==> src/rtl/lsu_params.svh <==
/*
 * sizing defines for the store side of the load/store unit:
 * dispatch width, queue depth, ROB and PRF sizes, memory geometry
 */
`ifndef LSU_PARAMS_SVH
`define LSU_PARAMS_SVH

// stores dispatched per cycle
`define SQ_WAYS 2
// store queue entries, power of two
`define SQ_DEPTH 8

`define ROB_SIZE 32
`define PRF_SIZE 64

// data memory, 32-bit words behind a byte address
`define MEM_WORDS 64
`define ADDR_W 16
`define DATA_W 32

`endif

==> src/rtl/lsu_pkg.sv <==
/*
 * shared types of the store unit: access size enum,
 * ROB and PRF index types, credit count type
 */
`include "lsu_params.svh"

package lsu_pkg;

    // access size of a store, also used as the memory write size
    typedef enum logic [1:0] {
        MEM_BYTE = 2'd0,
        MEM_HALF = 2'd1,
        MEM_WORD = 2'd2
    } mem_size_e;

    // reorder buffer index
    typedef logic [$clog2(`ROB_SIZE)-1:0] rob_idx_t;

    // physical register tag
    typedef logic [$clog2(`PRF_SIZE)-1:0] prf_idx_t;

    // 0 .. SQ_DEPTH, one extra bit
    typedef logic [$clog2(`SQ_DEPTH):0] credit_t;

endpackage

==> src/rtl/data_memory.sv <==
/*
 * byte-lane data memory: sized write port driven by store commit,
 * registered word read port
 */
`include "lsu_params.svh"

module data_memory
    import lsu_pkg::*;
(
    input  logic                          clock,
    input  logic                          write_en,
    input  logic [`ADDR_W-1:0]            write_addr,
    input  logic [`DATA_W-1:0]            write_data,
    input  mem_size_e                     write_size,
    input  logic [$clog2(`MEM_WORDS)-1:0] rd_addr,
    output logic [`DATA_W-1:0]            rd_data
);

    localparam int WIDX_W = $clog2(`MEM_WORDS);

    logic [3:0][7:0]     mem [`MEM_WORDS];
    logic [3:0]          lane_en;
    logic [3:0][7:0]     lane_data;
    logic [WIDX_W-1:0]   word_idx;

    assign word_idx = write_addr[2 +: WIDX_W];

    // lane select from size and low address bits, data replicated per lane
    always_comb begin
        case (write_size)
            MEM_BYTE: begin
                lane_en = 4'b0001 << write_addr[1:0];
                lane_data = {4{write_data[7:0]}};
            end
            MEM_HALF: begin
                lane_en = write_addr[1] ? 4'b1100 : 4'b0011;
                lane_data = {2{write_data[15:0]}};
            end
            default: begin
                lane_en = 4'b1111;
                lane_data = write_data;
            end
        endcase
    end

    always_ff @(posedge clock) begin
        if (write_en) begin
            for (int l = 0; l < 4; l++) begin
                if (lane_en[l]) begin
                    mem[word_idx][l] <= lane_data[l];
                end
            end
        end
        rd_data <= mem[rd_addr];
    end

    // queue delivers aligned stores only
    aligned_a: assert property (
        @(posedge clock)
        write_en |-> (write_size == MEM_BYTE)
                  || (write_size == MEM_HALF && !write_addr[0])
                  || (write_size == MEM_WORD && write_addr[1:0] == 2'b00)
    ) else $error("misaligned store to memory");

endmodule

==> src/rtl/lsu_top.sv <==
/*
 * store side of the load/store unit:
 * dispatch credits, store queue and data memory
 */
`include "lsu_params.svh"

module lsu_top
    import lsu_pkg::*;
(
    input  logic                               clock,
    input  logic                               reset,
    input  logic                               except,
    input  logic                               commit,
    input  logic [`SQ_WAYS-1:0]                disp_req,
    input  mem_size_e [`SQ_WAYS-1:0]           disp_size,
    input  logic [`SQ_WAYS-1:0][`DATA_W-1:0]   disp_data,
    input  logic [`SQ_WAYS-1:0]                disp_data_valid,
    input  rob_idx_t [`SQ_WAYS-1:0]            disp_rob_idx,
    input  logic [`SQ_WAYS-1:0]                cdb_valid,
    input  prf_idx_t [`SQ_WAYS-1:0]            cdb_tag,
    input  logic [`SQ_WAYS-1:0][`DATA_W-1:0]   cdb_data,
    input  logic [`SQ_WAYS-1:0]                alu_valid,
    input  rob_idx_t [`SQ_WAYS-1:0]            alu_rob_idx,
    input  logic [`SQ_WAYS-1:0][`ADDR_W-1:0]   alu_addr,
    input  logic [$clog2(`MEM_WORDS)-1:0]      rd_addr,
    output logic [`SQ_WAYS-1:0]                disp_accept,
    output credit_t                            free_credits,
    output logic                               write_en,
    output logic [`ADDR_W-1:0]                 write_addr,
    output logic [`DATA_W-1:0]                 write_data,
    output mem_size_e                          write_size,
    output logic [`DATA_W-1:0]                 rd_data
);

    logic credit_return;

    store_dispatch store_dispatch_inst (
        .clock         (clock),
        .reset         (reset),
        .except        (except),
        .disp_req      (disp_req),
        .credit_return (credit_return),
        .disp_accept   (disp_accept),
        .free_credits  (free_credits)
    );

    // accepted ways enter the queue in the same cycle
    store_queue store_queue_inst (
        .clock         (clock),
        .reset         (reset),
        .except        (except),
        .commit        (commit),
        .enable        (disp_accept),
        .size          (disp_size),
        .data          (disp_data),
        .data_valid    (disp_data_valid),
        .rob_idx       (disp_rob_idx),
        .cdb_valid     (cdb_valid),
        .cdb_tag       (cdb_tag),
        .cdb_data      (cdb_data),
        .alu_valid     (alu_valid),
        .alu_rob_idx   (alu_rob_idx),
        .alu_addr      (alu_addr),
        .write_en      (write_en),
        .write_addr    (write_addr),
        .write_data    (write_data),
        .write_size    (write_size),
        .credit_return (credit_return)
    );

    data_memory data_memory_inst (
        .clock      (clock),
        .write_en   (write_en),
        .write_addr (write_addr),
        .write_data (write_data),
        .write_size (write_size),
        .rd_addr    (rd_addr),
        .rd_data    (rd_data)
    );

endmodule

==> src/rtl/store_dispatch.sv <==
/*
 * store dispatch stage: credit counter for free queue entries
 * and in-order acceptance of up to SQ_WAYS requests per cycle
 */
`include "lsu_params.svh"

module store_dispatch
    import lsu_pkg::*;
(
    input  logic                clock,
    input  logic                reset,
    input  logic                except,
    input  logic [`SQ_WAYS-1:0] disp_req,
    input  logic                credit_return,
    output logic [`SQ_WAYS-1:0] disp_accept,
    output credit_t             free_credits
);

    credit_t grant_count;

    // grant a prefix of requested ways, one credit each
    always_comb begin
        logic prefix_ok;
        prefix_ok = 1'b1;
        grant_count = '0;
        for (int i = 0; i < `SQ_WAYS; i++) begin
            disp_accept[i] = prefix_ok && disp_req[i] && (credit_t'(i) < free_credits);
            prefix_ok = disp_accept[i];
            grant_count = grant_count + credit_t'(disp_accept[i]);
        end
    end

    // returned credit shows up one cycle after the commit
    always_ff @(posedge clock) begin
        if (reset || except) begin
            free_credits <= credit_t'(`SQ_DEPTH);
        end else begin
            free_credits <= free_credits - grant_count + credit_t'(credit_return);
        end
    end

    // more credits than entries means a return without a matching dispatch
    credit_bound_a: assert property (
        @(posedge clock) disable iff (reset)
        free_credits <= credit_t'(`SQ_DEPTH)
    ) else $error("free_credits above queue depth");

endmodule

==> src/rtl/store_queue.sv <==
/*
 * circular store queue with one-hot head and tail pointers,
 * CDB data capture, ALU address capture, commit to memory and flush
 */
`include "lsu_params.svh"

module store_queue
    import lsu_pkg::*;
(
    input  logic                               clock,
    input  logic                               reset,
    input  logic                               except,
    input  logic                               commit,
    input  logic [`SQ_WAYS-1:0]                enable,
    input  mem_size_e [`SQ_WAYS-1:0]           size,
    input  logic [`SQ_WAYS-1:0][`DATA_W-1:0]   data,
    input  logic [`SQ_WAYS-1:0]                data_valid,
    input  rob_idx_t [`SQ_WAYS-1:0]            rob_idx,
    input  logic [`SQ_WAYS-1:0]                cdb_valid,
    input  prf_idx_t [`SQ_WAYS-1:0]            cdb_tag,
    input  logic [`SQ_WAYS-1:0][`DATA_W-1:0]   cdb_data,
    input  logic [`SQ_WAYS-1:0]                alu_valid,
    input  rob_idx_t [`SQ_WAYS-1:0]            alu_rob_idx,
    input  logic [`SQ_WAYS-1:0][`ADDR_W-1:0]   alu_addr,
    output logic                               write_en,
    output logic [`ADDR_W-1:0]                 write_addr,
    output logic [`DATA_W-1:0]                 write_data,
    output mem_size_e                          write_size,
    output logic                               credit_return
);

    localparam int TAG_W = $bits(prf_idx_t);

    function automatic logic [`SQ_DEPTH-1:0] rotl(input logic [`SQ_DEPTH-1:0] v);
        return {v[`SQ_DEPTH-2:0], v[`SQ_DEPTH-1]};
    endfunction

    // entry payload, data_q holds the PRF tag while data is pending
    mem_size_e            size_q [`SQ_DEPTH];
    logic [`DATA_W-1:0]   data_q [`SQ_DEPTH];
    rob_idx_t             rob_q  [`SQ_DEPTH];
    logic [`ADDR_W-1:0]   addr_q [`SQ_DEPTH];

    // entry control
    logic [`SQ_DEPTH-1:0] valid_q;
    logic [`SQ_DEPTH-1:0] data_valid_q;
    logic [`SQ_DEPTH-1:0] addr_valid_q;
    logic [`SQ_DEPTH-1:0] head_q;
    logic [`SQ_DEPTH-1:0] tail_q;

    // slot of each way, tail_way[SQ_WAYS] is the next tail
    logic [`SQ_WAYS:0][`SQ_DEPTH-1:0] tail_way;

    logic [`DATA_W-1:0]   new_data [`SQ_WAYS];
    logic [`SQ_WAYS-1:0]  new_dv;

    logic [`SQ_DEPTH-1:0]             ins_take;
    logic [$clog2(`SQ_WAYS)-1:0]      ins_src  [`SQ_DEPTH];
    logic [`SQ_DEPTH-1:0]             cdb_take;
    logic [`DATA_W-1:0]               cdb_word [`SQ_DEPTH];
    logic [`SQ_DEPTH-1:0][`SQ_WAYS-1:0] alu_hits;
    logic [`ADDR_W-1:0]               alu_word [`SQ_DEPTH];

    logic                 head_valid;
    logic                 head_dv;
    logic                 head_av;

    // consecutive slots from the tail for the enabled ways
    always_comb begin
        tail_way[0] = tail_q;
        for (int w = 0; w < `SQ_WAYS; w++) begin
            tail_way[w+1] = enable[w] ? rotl(tail_way[w]) : tail_way[w];
        end
    end

    // same-cycle CDB match on a store being dispatched
    always_comb begin
        for (int w = 0; w < `SQ_WAYS; w++) begin
            new_data[w] = data[w];
            new_dv[w] = data_valid[w];
            for (int k = 0; k < `SQ_WAYS; k++) begin
                if (!data_valid[w] && cdb_valid[k] && cdb_tag[k] == data[w][TAG_W-1:0]) begin
                    new_data[w] = cdb_data[k];
                    new_dv[w] = 1'b1;
                end
            end
        end
    end

    // per entry: insertion, CDB hit, ALU hit
    always_comb begin
        for (int e = 0; e < `SQ_DEPTH; e++) begin
            ins_take[e] = 1'b0;
            ins_src[e] = '0;
            cdb_take[e] = 1'b0;
            cdb_word[e] = '0;
            alu_hits[e] = '0;
            alu_word[e] = '0;
            for (int w = 0; w < `SQ_WAYS; w++) begin
                if (enable[w] && tail_way[w][e]) begin
                    ins_take[e] = 1'b1;
                    ins_src[e] = w[$clog2(`SQ_WAYS)-1:0];
                end
                if (valid_q[e] && !data_valid_q[e] && cdb_valid[w]
                        && cdb_tag[w] == data_q[e][TAG_W-1:0]) begin
                    cdb_take[e] = 1'b1;
                    cdb_word[e] = cdb_data[w];
                end
                if (valid_q[e] && !addr_valid_q[e] && alu_valid[w]
                        && alu_rob_idx[w] == rob_q[e]) begin
                    alu_hits[e][w] = 1'b1;
                    alu_word[e] = alu_addr[w];
                end
            end
        end
    end

    always_ff @(posedge clock) begin
        for (int e = 0; e < `SQ_DEPTH; e++) begin
            if (ins_take[e]) begin
                size_q[e] <= size[ins_src[e]];
                data_q[e] <= new_data[ins_src[e]];
                rob_q[e] <= rob_idx[ins_src[e]];
            end else if (cdb_take[e]) begin
                data_q[e] <= cdb_word[e];
            end
            if (|alu_hits[e]) begin
                addr_q[e] <= alu_word[e];
            end
        end
    end

    always_ff @(posedge clock) begin
        if (reset || except) begin
            valid_q <= '0;
            data_valid_q <= '0;
            addr_valid_q <= '0;
            head_q <= `SQ_DEPTH'(1);
            tail_q <= `SQ_DEPTH'(1);
        end else begin
            head_q <= commit ? rotl(head_q) : head_q;
            tail_q <= tail_way[`SQ_WAYS];
            for (int e = 0; e < `SQ_DEPTH; e++) begin
                if (ins_take[e]) begin
                    valid_q[e] <= 1'b1;
                    data_valid_q[e] <= new_dv[ins_src[e]];
                    addr_valid_q[e] <= 1'b0;
                end else begin
                    if (commit && head_q[e]) begin
                        valid_q[e] <= 1'b0;
                    end
                    if (cdb_take[e]) begin
                        data_valid_q[e] <= 1'b1;
                    end
                    if (|alu_hits[e]) begin
                        addr_valid_q[e] <= 1'b1;
                    end
                end
            end
        end
    end

    // head entry drives the memory write
    always_comb begin
        head_valid = 1'b0;
        head_dv = 1'b0;
        head_av = 1'b0;
        write_addr = '0;
        write_data = '0;
        write_size = MEM_BYTE;
        for (int e = 0; e < `SQ_DEPTH; e++) begin
            if (head_q[e]) begin
                head_valid = valid_q[e];
                head_dv = data_valid_q[e];
                head_av = addr_valid_q[e];
                write_addr = addr_q[e];
                write_data = data_q[e];
                write_size = size_q[e];
            end
        end
    end

    assign write_en = commit && head_valid;
    assign credit_return = commit;

    // outside commits only a complete head store
    commit_ready_a: assert property (
        @(posedge clock) disable iff (reset)
        commit |-> head_valid && head_dv && head_av
    ) else $error("commit while head store incomplete");

    // dispatch credits keep the tail off live entries
    no_overwrite_a: assert property (
        @(posedge clock) disable iff (reset)
        (ins_take & valid_q) == '0
    ) else $error("dispatch into a valid queue slot");

    for (genvar e = 0; e < `SQ_DEPTH; e++) begin : g_alu_chk
        alu_single_a: assert property (
            @(posedge clock) disable iff (reset)
            $onehot0(alu_hits[e])
        ) else $error("two ALU results for one store entry");
    end

endmodule

==> config.mk <==
export PLATFORM = sky130hd
export DESIGN_NAME = lsu_top
export DESIGN_NICKNAME = d
export VERILOG_FILES = /design/src/rtl/lsu_pkg.sv /design/src/rtl/data_memory.sv /design/src/rtl/lsu_top.sv /design/src/rtl/store_dispatch.sv /design/src/rtl/store_queue.sv
export VERILOG_INCLUDE_DIRS = /design/src /design/src/rtl
export SDC_FILE = /design/constraint.sdc
export NUM_CORES = 2
export LEC_CHECK = 0
export BUFFER_PORTS_ARGS = -buffer_cell sky130_fd_sc_hd__buf_4
export CORE_UTILIZATION = 63
export DETAILED_ROUTE_END_ITERATION = 8
export PLACE_DENSITY_LB_ADDON = 0.12
export SLEW_MARGIN = 0
export SYNTH_ARGS = -nofsm -noshare
export SYNTH_HDL_FRONTEND = slang
export SYNTH_HIERARCHICAL = 1
export SYNTH_SLANG_ARGS = --single-unit
==> constraint.sdc <==
create_clock -name clock -period 10.08 [get_ports clock]
set_input_delay 0.504 -clock clock [delete_from_list [all_inputs] [get_ports clock]]
set_output_delay 0.504 -clock clock [all_outputs]
set_load 0.005 [all_outputs]
==> run_summary.xml <==
<?xml version="1.0" encoding="UTF-8"?>
<metrics>
  <group name="pwr">
    <metric name="sequentialPowerShare" unit="%">50.4</metric>
    <metric name="cellPowerDensity" unit="nW/µm²">195.1</metric>
    <metric name="comb_power_share" unit="%">10.5</metric>
    <metric name="power.switching_fraction" unit="%">24.28</metric>
    <metric name="net-switching-power" unit="µW">5955</metric>
    <metric name="fin_total_pwr" unit="µW">24530</metric>
    <metric name="power.leakage" unit="µW">0.04019</metric>
    <metric name="p_int" unit="µW">18570</metric>
    <metric name="clockPowerShare" unit="%">39.1</metric>
    <metric name="vdd_ir_max" unit="V">0.0001431</metric>
  </group>
  <group name="clock_tree">
    <metric name="cts_setup_buffers" unit="">0</metric>
    <metric name="cts.sinks" unit="">2564</metric>
    <metric name="cts_tree" unit="">done</metric>
    <metric name="clock_network_latency_to_the_later_pin_of_the_worst_skew_pair" unit="ns">0.94</metric>
    <metric name="postCtsResizedCells" unit="">0</metric>
    <metric name="worst_setup_hold_path_clk_slew" unit="ns">0.06</metric>
    <metric name="htreeDepth" unit="">5</metric>
    <metric name="cts_root_buf" unit="">clkbuf_16</metric>
    <metric name="cts.path.max_buffers" unit="">4</metric>
    <metric name="numCtsBuffers" unit="">274</metric>
  </group>
  <group name="synth">
    <metric name="mappedNetlistNets" unit="">7453</metric>
    <metric name="post_synth_instance_area" unit="µm²">112200</metric>
    <metric name="yosysUniqueCellTypes" unit="">68</metric>
    <metric name="syn_avg_cell_area" unit="µm²">15.51</metric>
    <metric name="async_flop_share" unit="%">0</metric>
    <metric name="yosys_warnings" unit="">6</metric>
    <metric name="seq_area_frac_synth" unit="%">67.95</metric>
    <metric name="synth-seq-cells" unit="">2564</metric>
    <metric name="synth-edff-count" unit="">2488</metric>
    <metric name="synth_ff_type" unit="">edfxtp_1</metric>
    <metric name="synth_cells" unit="">7233</metric>
  </group>
  <group name="timing">
    <metric name="worst_clock_skew" unit="ns">0.05630</metric>
    <metric name="setup_viol" unit="">0</metric>
    <metric name="timing_max_transition_violations_final" unit="">0</metric>
    <metric name="hold_viol" unit="">0</metric>
    <metric name="achievable-frequency" unit="GHz">0.1824</metric>
    <metric name="finalCriticalPeriod" unit="ns">5.483</metric>
    <metric name="setup_total_negative_slack" unit="ns">0</metric>
    <metric name="max_slew_margin" unit="%">2.945</metric>
    <metric name="rsz0062_at_grt" unit="">no</metric>
    <metric name="final_min_period_over_clock_period" unit="%">54.40</metric>
    <metric name="max_slew.worst_pin.slew" unit="ns">1.444</metric>
  </group>
  <group name="worst_setup_path">
    <metric name="critPathCaptureType" unit="">register</metric>
    <metric name="cpMaxStageDelayCell" unit="">o31ai_2</metric>
    <metric name="crit_path_kind" unit="">register to register</metric>
    <metric name="critPathMaxStageDelay" unit="ns">1.15</metric>
    <metric name="cp.required" unit="ns">10.63</metric>
    <metric name="cp_cell_sequence" unit="">buf_4, a21oi_1, o31ai_1, a221oi_1, o31ai_2, nor3b_1, nand2_1, nor2_1</metric>
    <metric name="worstPathBufferInverterCount" unit="">1</metric>
    <metric name="critical-path-top-delay-family" unit="">simple AND/OR/NAND/NOR gates</metric>
    <metric name="critPathMaxFanout" unit="">66</metric>
    <metric name="timing.critical_path.arrival" unit="ns">6.03</metric>
    <metric name="worst_setup_path_start_kind" unit="">register</metric>
  </group>
  <group name="floorplanning">
    <metric name="chipWidth" unit="µm">424.0</metric>
    <metric name="num_ports" unit="">303</metric>
    <metric name="die_y" unit="µm">424.0</metric>
    <metric name="core" unit="µm²">176500</metric>
    <metric name="die_area" unit="µm²">179800</metric>
    <metric name="placement_rows" unit="">154</metric>
    <metric name="floorplan.initialDensity" unit="%">63.56</metric>
  </group>
  <group name="routing">
    <metric name="firstDrtPassIters" unit="">9</metric>
    <metric name="wirelength" unit="µm">358000</metric>
    <metric name="drt-wirelength-per-cell" unit="µm">35.93</metric>
    <metric name="final_antenna_net_count" unit="">0</metric>
    <metric name="drtIter0Drc" unit="">11940</metric>
    <metric name="detail_route.vias_per_cell" unit="">7.273</metric>
    <metric name="drc_errors" unit="">10</metric>
    <metric name="vias" unit="">72460</metric>
  </group>
  <group name="placement">
    <metric name="dp.final_hpwl" unit="µm">217200</metric>
    <metric name="port_buffers" unit="">302</metric>
    <metric name="place.gp.congestion" unit="">1.002</metric>
  </group>
  <group name="layout">
    <metric name="layout_commonest_cell" unit="">edfxtp_1</metric>
    <metric name="area_delta_synth_final" unit="%">12.05</metric>
    <metric name="drive_above_1_share" unit="%">20.74</metric>
    <metric name="nNetsFinal" unit="">7634</metric>
    <metric name="layout_common_cells" unit="">edfxtp_1, nand2_1, mux4_2</metric>
  </group>
  <group name="global_routing">
    <metric name="maximum_number_of_pins_on_one_net_before_global_route_repair" unit="">140</metric>
    <metric name="global_route.overflow_total" unit="">0</metric>
    <metric name="antenna_found_initial" unit="">29</metric>
    <metric name="globalRouteTotalUtil" unit="%">39.92</metric>
    <metric name="grt_pass1_wl" unit="µm">507600</metric>
    <metric name="grt_pass1_vias" unit="">70160</metric>
  </group>
  <group name="status">
    <metric name="run_status" unit="">finished, violations left</metric>
    <metric name="violations" unit="">design-rule violations</metric>
  </group>
  <group name="run">
    <metric name="cap_viol_max_count" unit="">0</metric>
  </group>
  <group name="min_path">
    <metric name="hold_class" unit="">input pin to register</metric>
  </group>
</metrics>
[cell families (layout without fill, tap and decap cells)]
| group | count (synthesis) | after routing | share of synthesized area, % |
|---|---|---|---|
| DFF | 2564 | 2564 | 67.95 |
| and+or+nand+nor | 1662 | 1662 | 6.649 |
| AOI/OAI and AO/OA | 1348 | 1348 | 8.835 |
| buffers and inverters | 751 | 1116 | 2.867 |
| muxes | 701 | 701 | 12.05 |
| xor gates and xnor gates | 201 | 201 | 1.569 |
| adders and majority gates | 6 | 6 | 0.08030 |
| other | 0 | 25 | 0 |
[worst min-delay path, cell delays in order]
cell,delay [ns]
buf_4,0.14
a21oi_1,0.07
o211ai_1,0.15
[sequential cells by signal, summed over array words and instances, names as in the netlist]
signal                            cells
store_queue_inst/size_q              16
store_queue_inst/tail_q               8
data_memory_inst/rd_data             32
store_queue_inst/data_q             256
store_queue_inst/addr_valid_q         8
data_memory_inst/mem               2048
store_queue_inst/addr_q             128
store_dispatch_inst/free_credits      4
store_queue_inst/rob_q               40
store_queue_inst/data_valid_q         8
store_queue_inst/head_q               8
store_queue_inst/valid_q              8
[metal layers]
metal  GRT usage, %  share of wire [%]
met2          59.92                 45
met5         0.5108              0.042
met3          10.71                 13
met4          24.76                7.7
met1          52.31                 34
[Yosys cell counts, types with 6 or more instances]
cell type,n,area share [%]
edfxtp_1,2488,67
nand2_1,687,2.3
mux4_2,514,10
nor2_1,437,1.5
clkbuf_1,435,1.5
a21oi_1,360,1.6
a221o_1,231,2.1
o22ai_1,141,0.79
nor2b_1,138,0.77
mux2i_1,131,1.2
xnor2_1,122,0.95
nand3_1,107,0.48
inv_1,106,0.35
nor3_1,106,0.47
o31ai_1,105,0.70
buf_2,104,0.46
a221oi_1,102,0.80
o21ai_0,91,0.41
a22o_1,88,0.69
xor2_1,79,0.62
dfxtp_1,76,1.4
a31oi_2,58,0.65
mux2_2,56,0.56
buf_4,51,0.34
nor4_1,42,0.23
o21ai_1,37,0.17
o221ai_1,36,0.28
buf_1,33,0.11
o211ai_1,33,0.22
or3_1,33,0.18
o22a_1,26,0.20
nand2b_1,25,0.14
nand4_1,22,0.12
clkbuf_2,13,0.058
and3_1,12,0.067
a22oi_1,11,0.074
or2_2,9,0.050
and2_1,8,0.045
buf_6,8,0.080
or4_1,8,0.054
a31oi_1,6,0.033
nor3b_1,6,0.040
[power by group through the flow]
stage | logic [µW] | clock network [µW] | registers, µW
after detailed placement | 2510 | 0 | 12600
final | 2580 | 9580 | 12400
after global routing | 2640 | 10000 | 12400
after floorplan | 1260 | 0 | 12600
after CTS | 2530 | 9630 | 12400
after global placement | 2460 | 0 | 12600
[per-stage QoR]
stage | hold WS [ns] | setup slack, ns | utilization, % | area (µm²) | std cells
after detailed placement | 0.4475 | 4.817 | 66.05 | 116600 | 9404
after global routing | 0.07021 | 4.541 | 71.22 | 125700 | 9959
final | 0.05571 | 4.597 | 71.23 | 125700 | 9963
after floorplan | 0.4322 | 2.102 | - | 112200 | 7233
after global placement | 0.4397 | 4.951 | 66.05 | 116600 | 9404
after CTS | 0.01928 | 4.812 | 71.18 | 125600 | 9937
[worst paths after layout]
check,from,end,slack (ns),depth (start not counted)
max,store_queue_inst/head_q[3]$_SDFFE_PP0P_,data_memory_inst/mem[34][16]$_DFFE_PP_,4.60,8
min reg2reg,store_queue_inst/data_valid_q[3]$_SDFFE_PP0P_,store_queue_inst/data_valid_q[3]$_SDFFE_PP0P_,0.46,2
max reg2reg,store_queue_inst/head_q[3]$_SDFFE_PP0P_,data_memory_inst/mem[34][16]$_DFFE_PP_,4.60,8
min,cdb_data[63],store_queue_inst/data_q[0][31]$_DFFE_PP_,0.06,3
[layout make-up]
class	count	area, µm²
clock buffer	336	7331
antenna	25	62.56
multi-input combinational	3918	33350
clock inverter	124	1008
fill	11190	50790
sequential	2564	76260
inverter	107	401.6
timing repair buffer	549	4374
tap	2340	2928
[repair_timing]
| action | in CTS | in global routing |
|---|---|---|
| hold buffers | 73 | 0 |
| endpoints found under the setup margin | 0 | 0 |
| hold endpoints to repair | 198 | 0 |
Power figures use the tool's default switching activity.
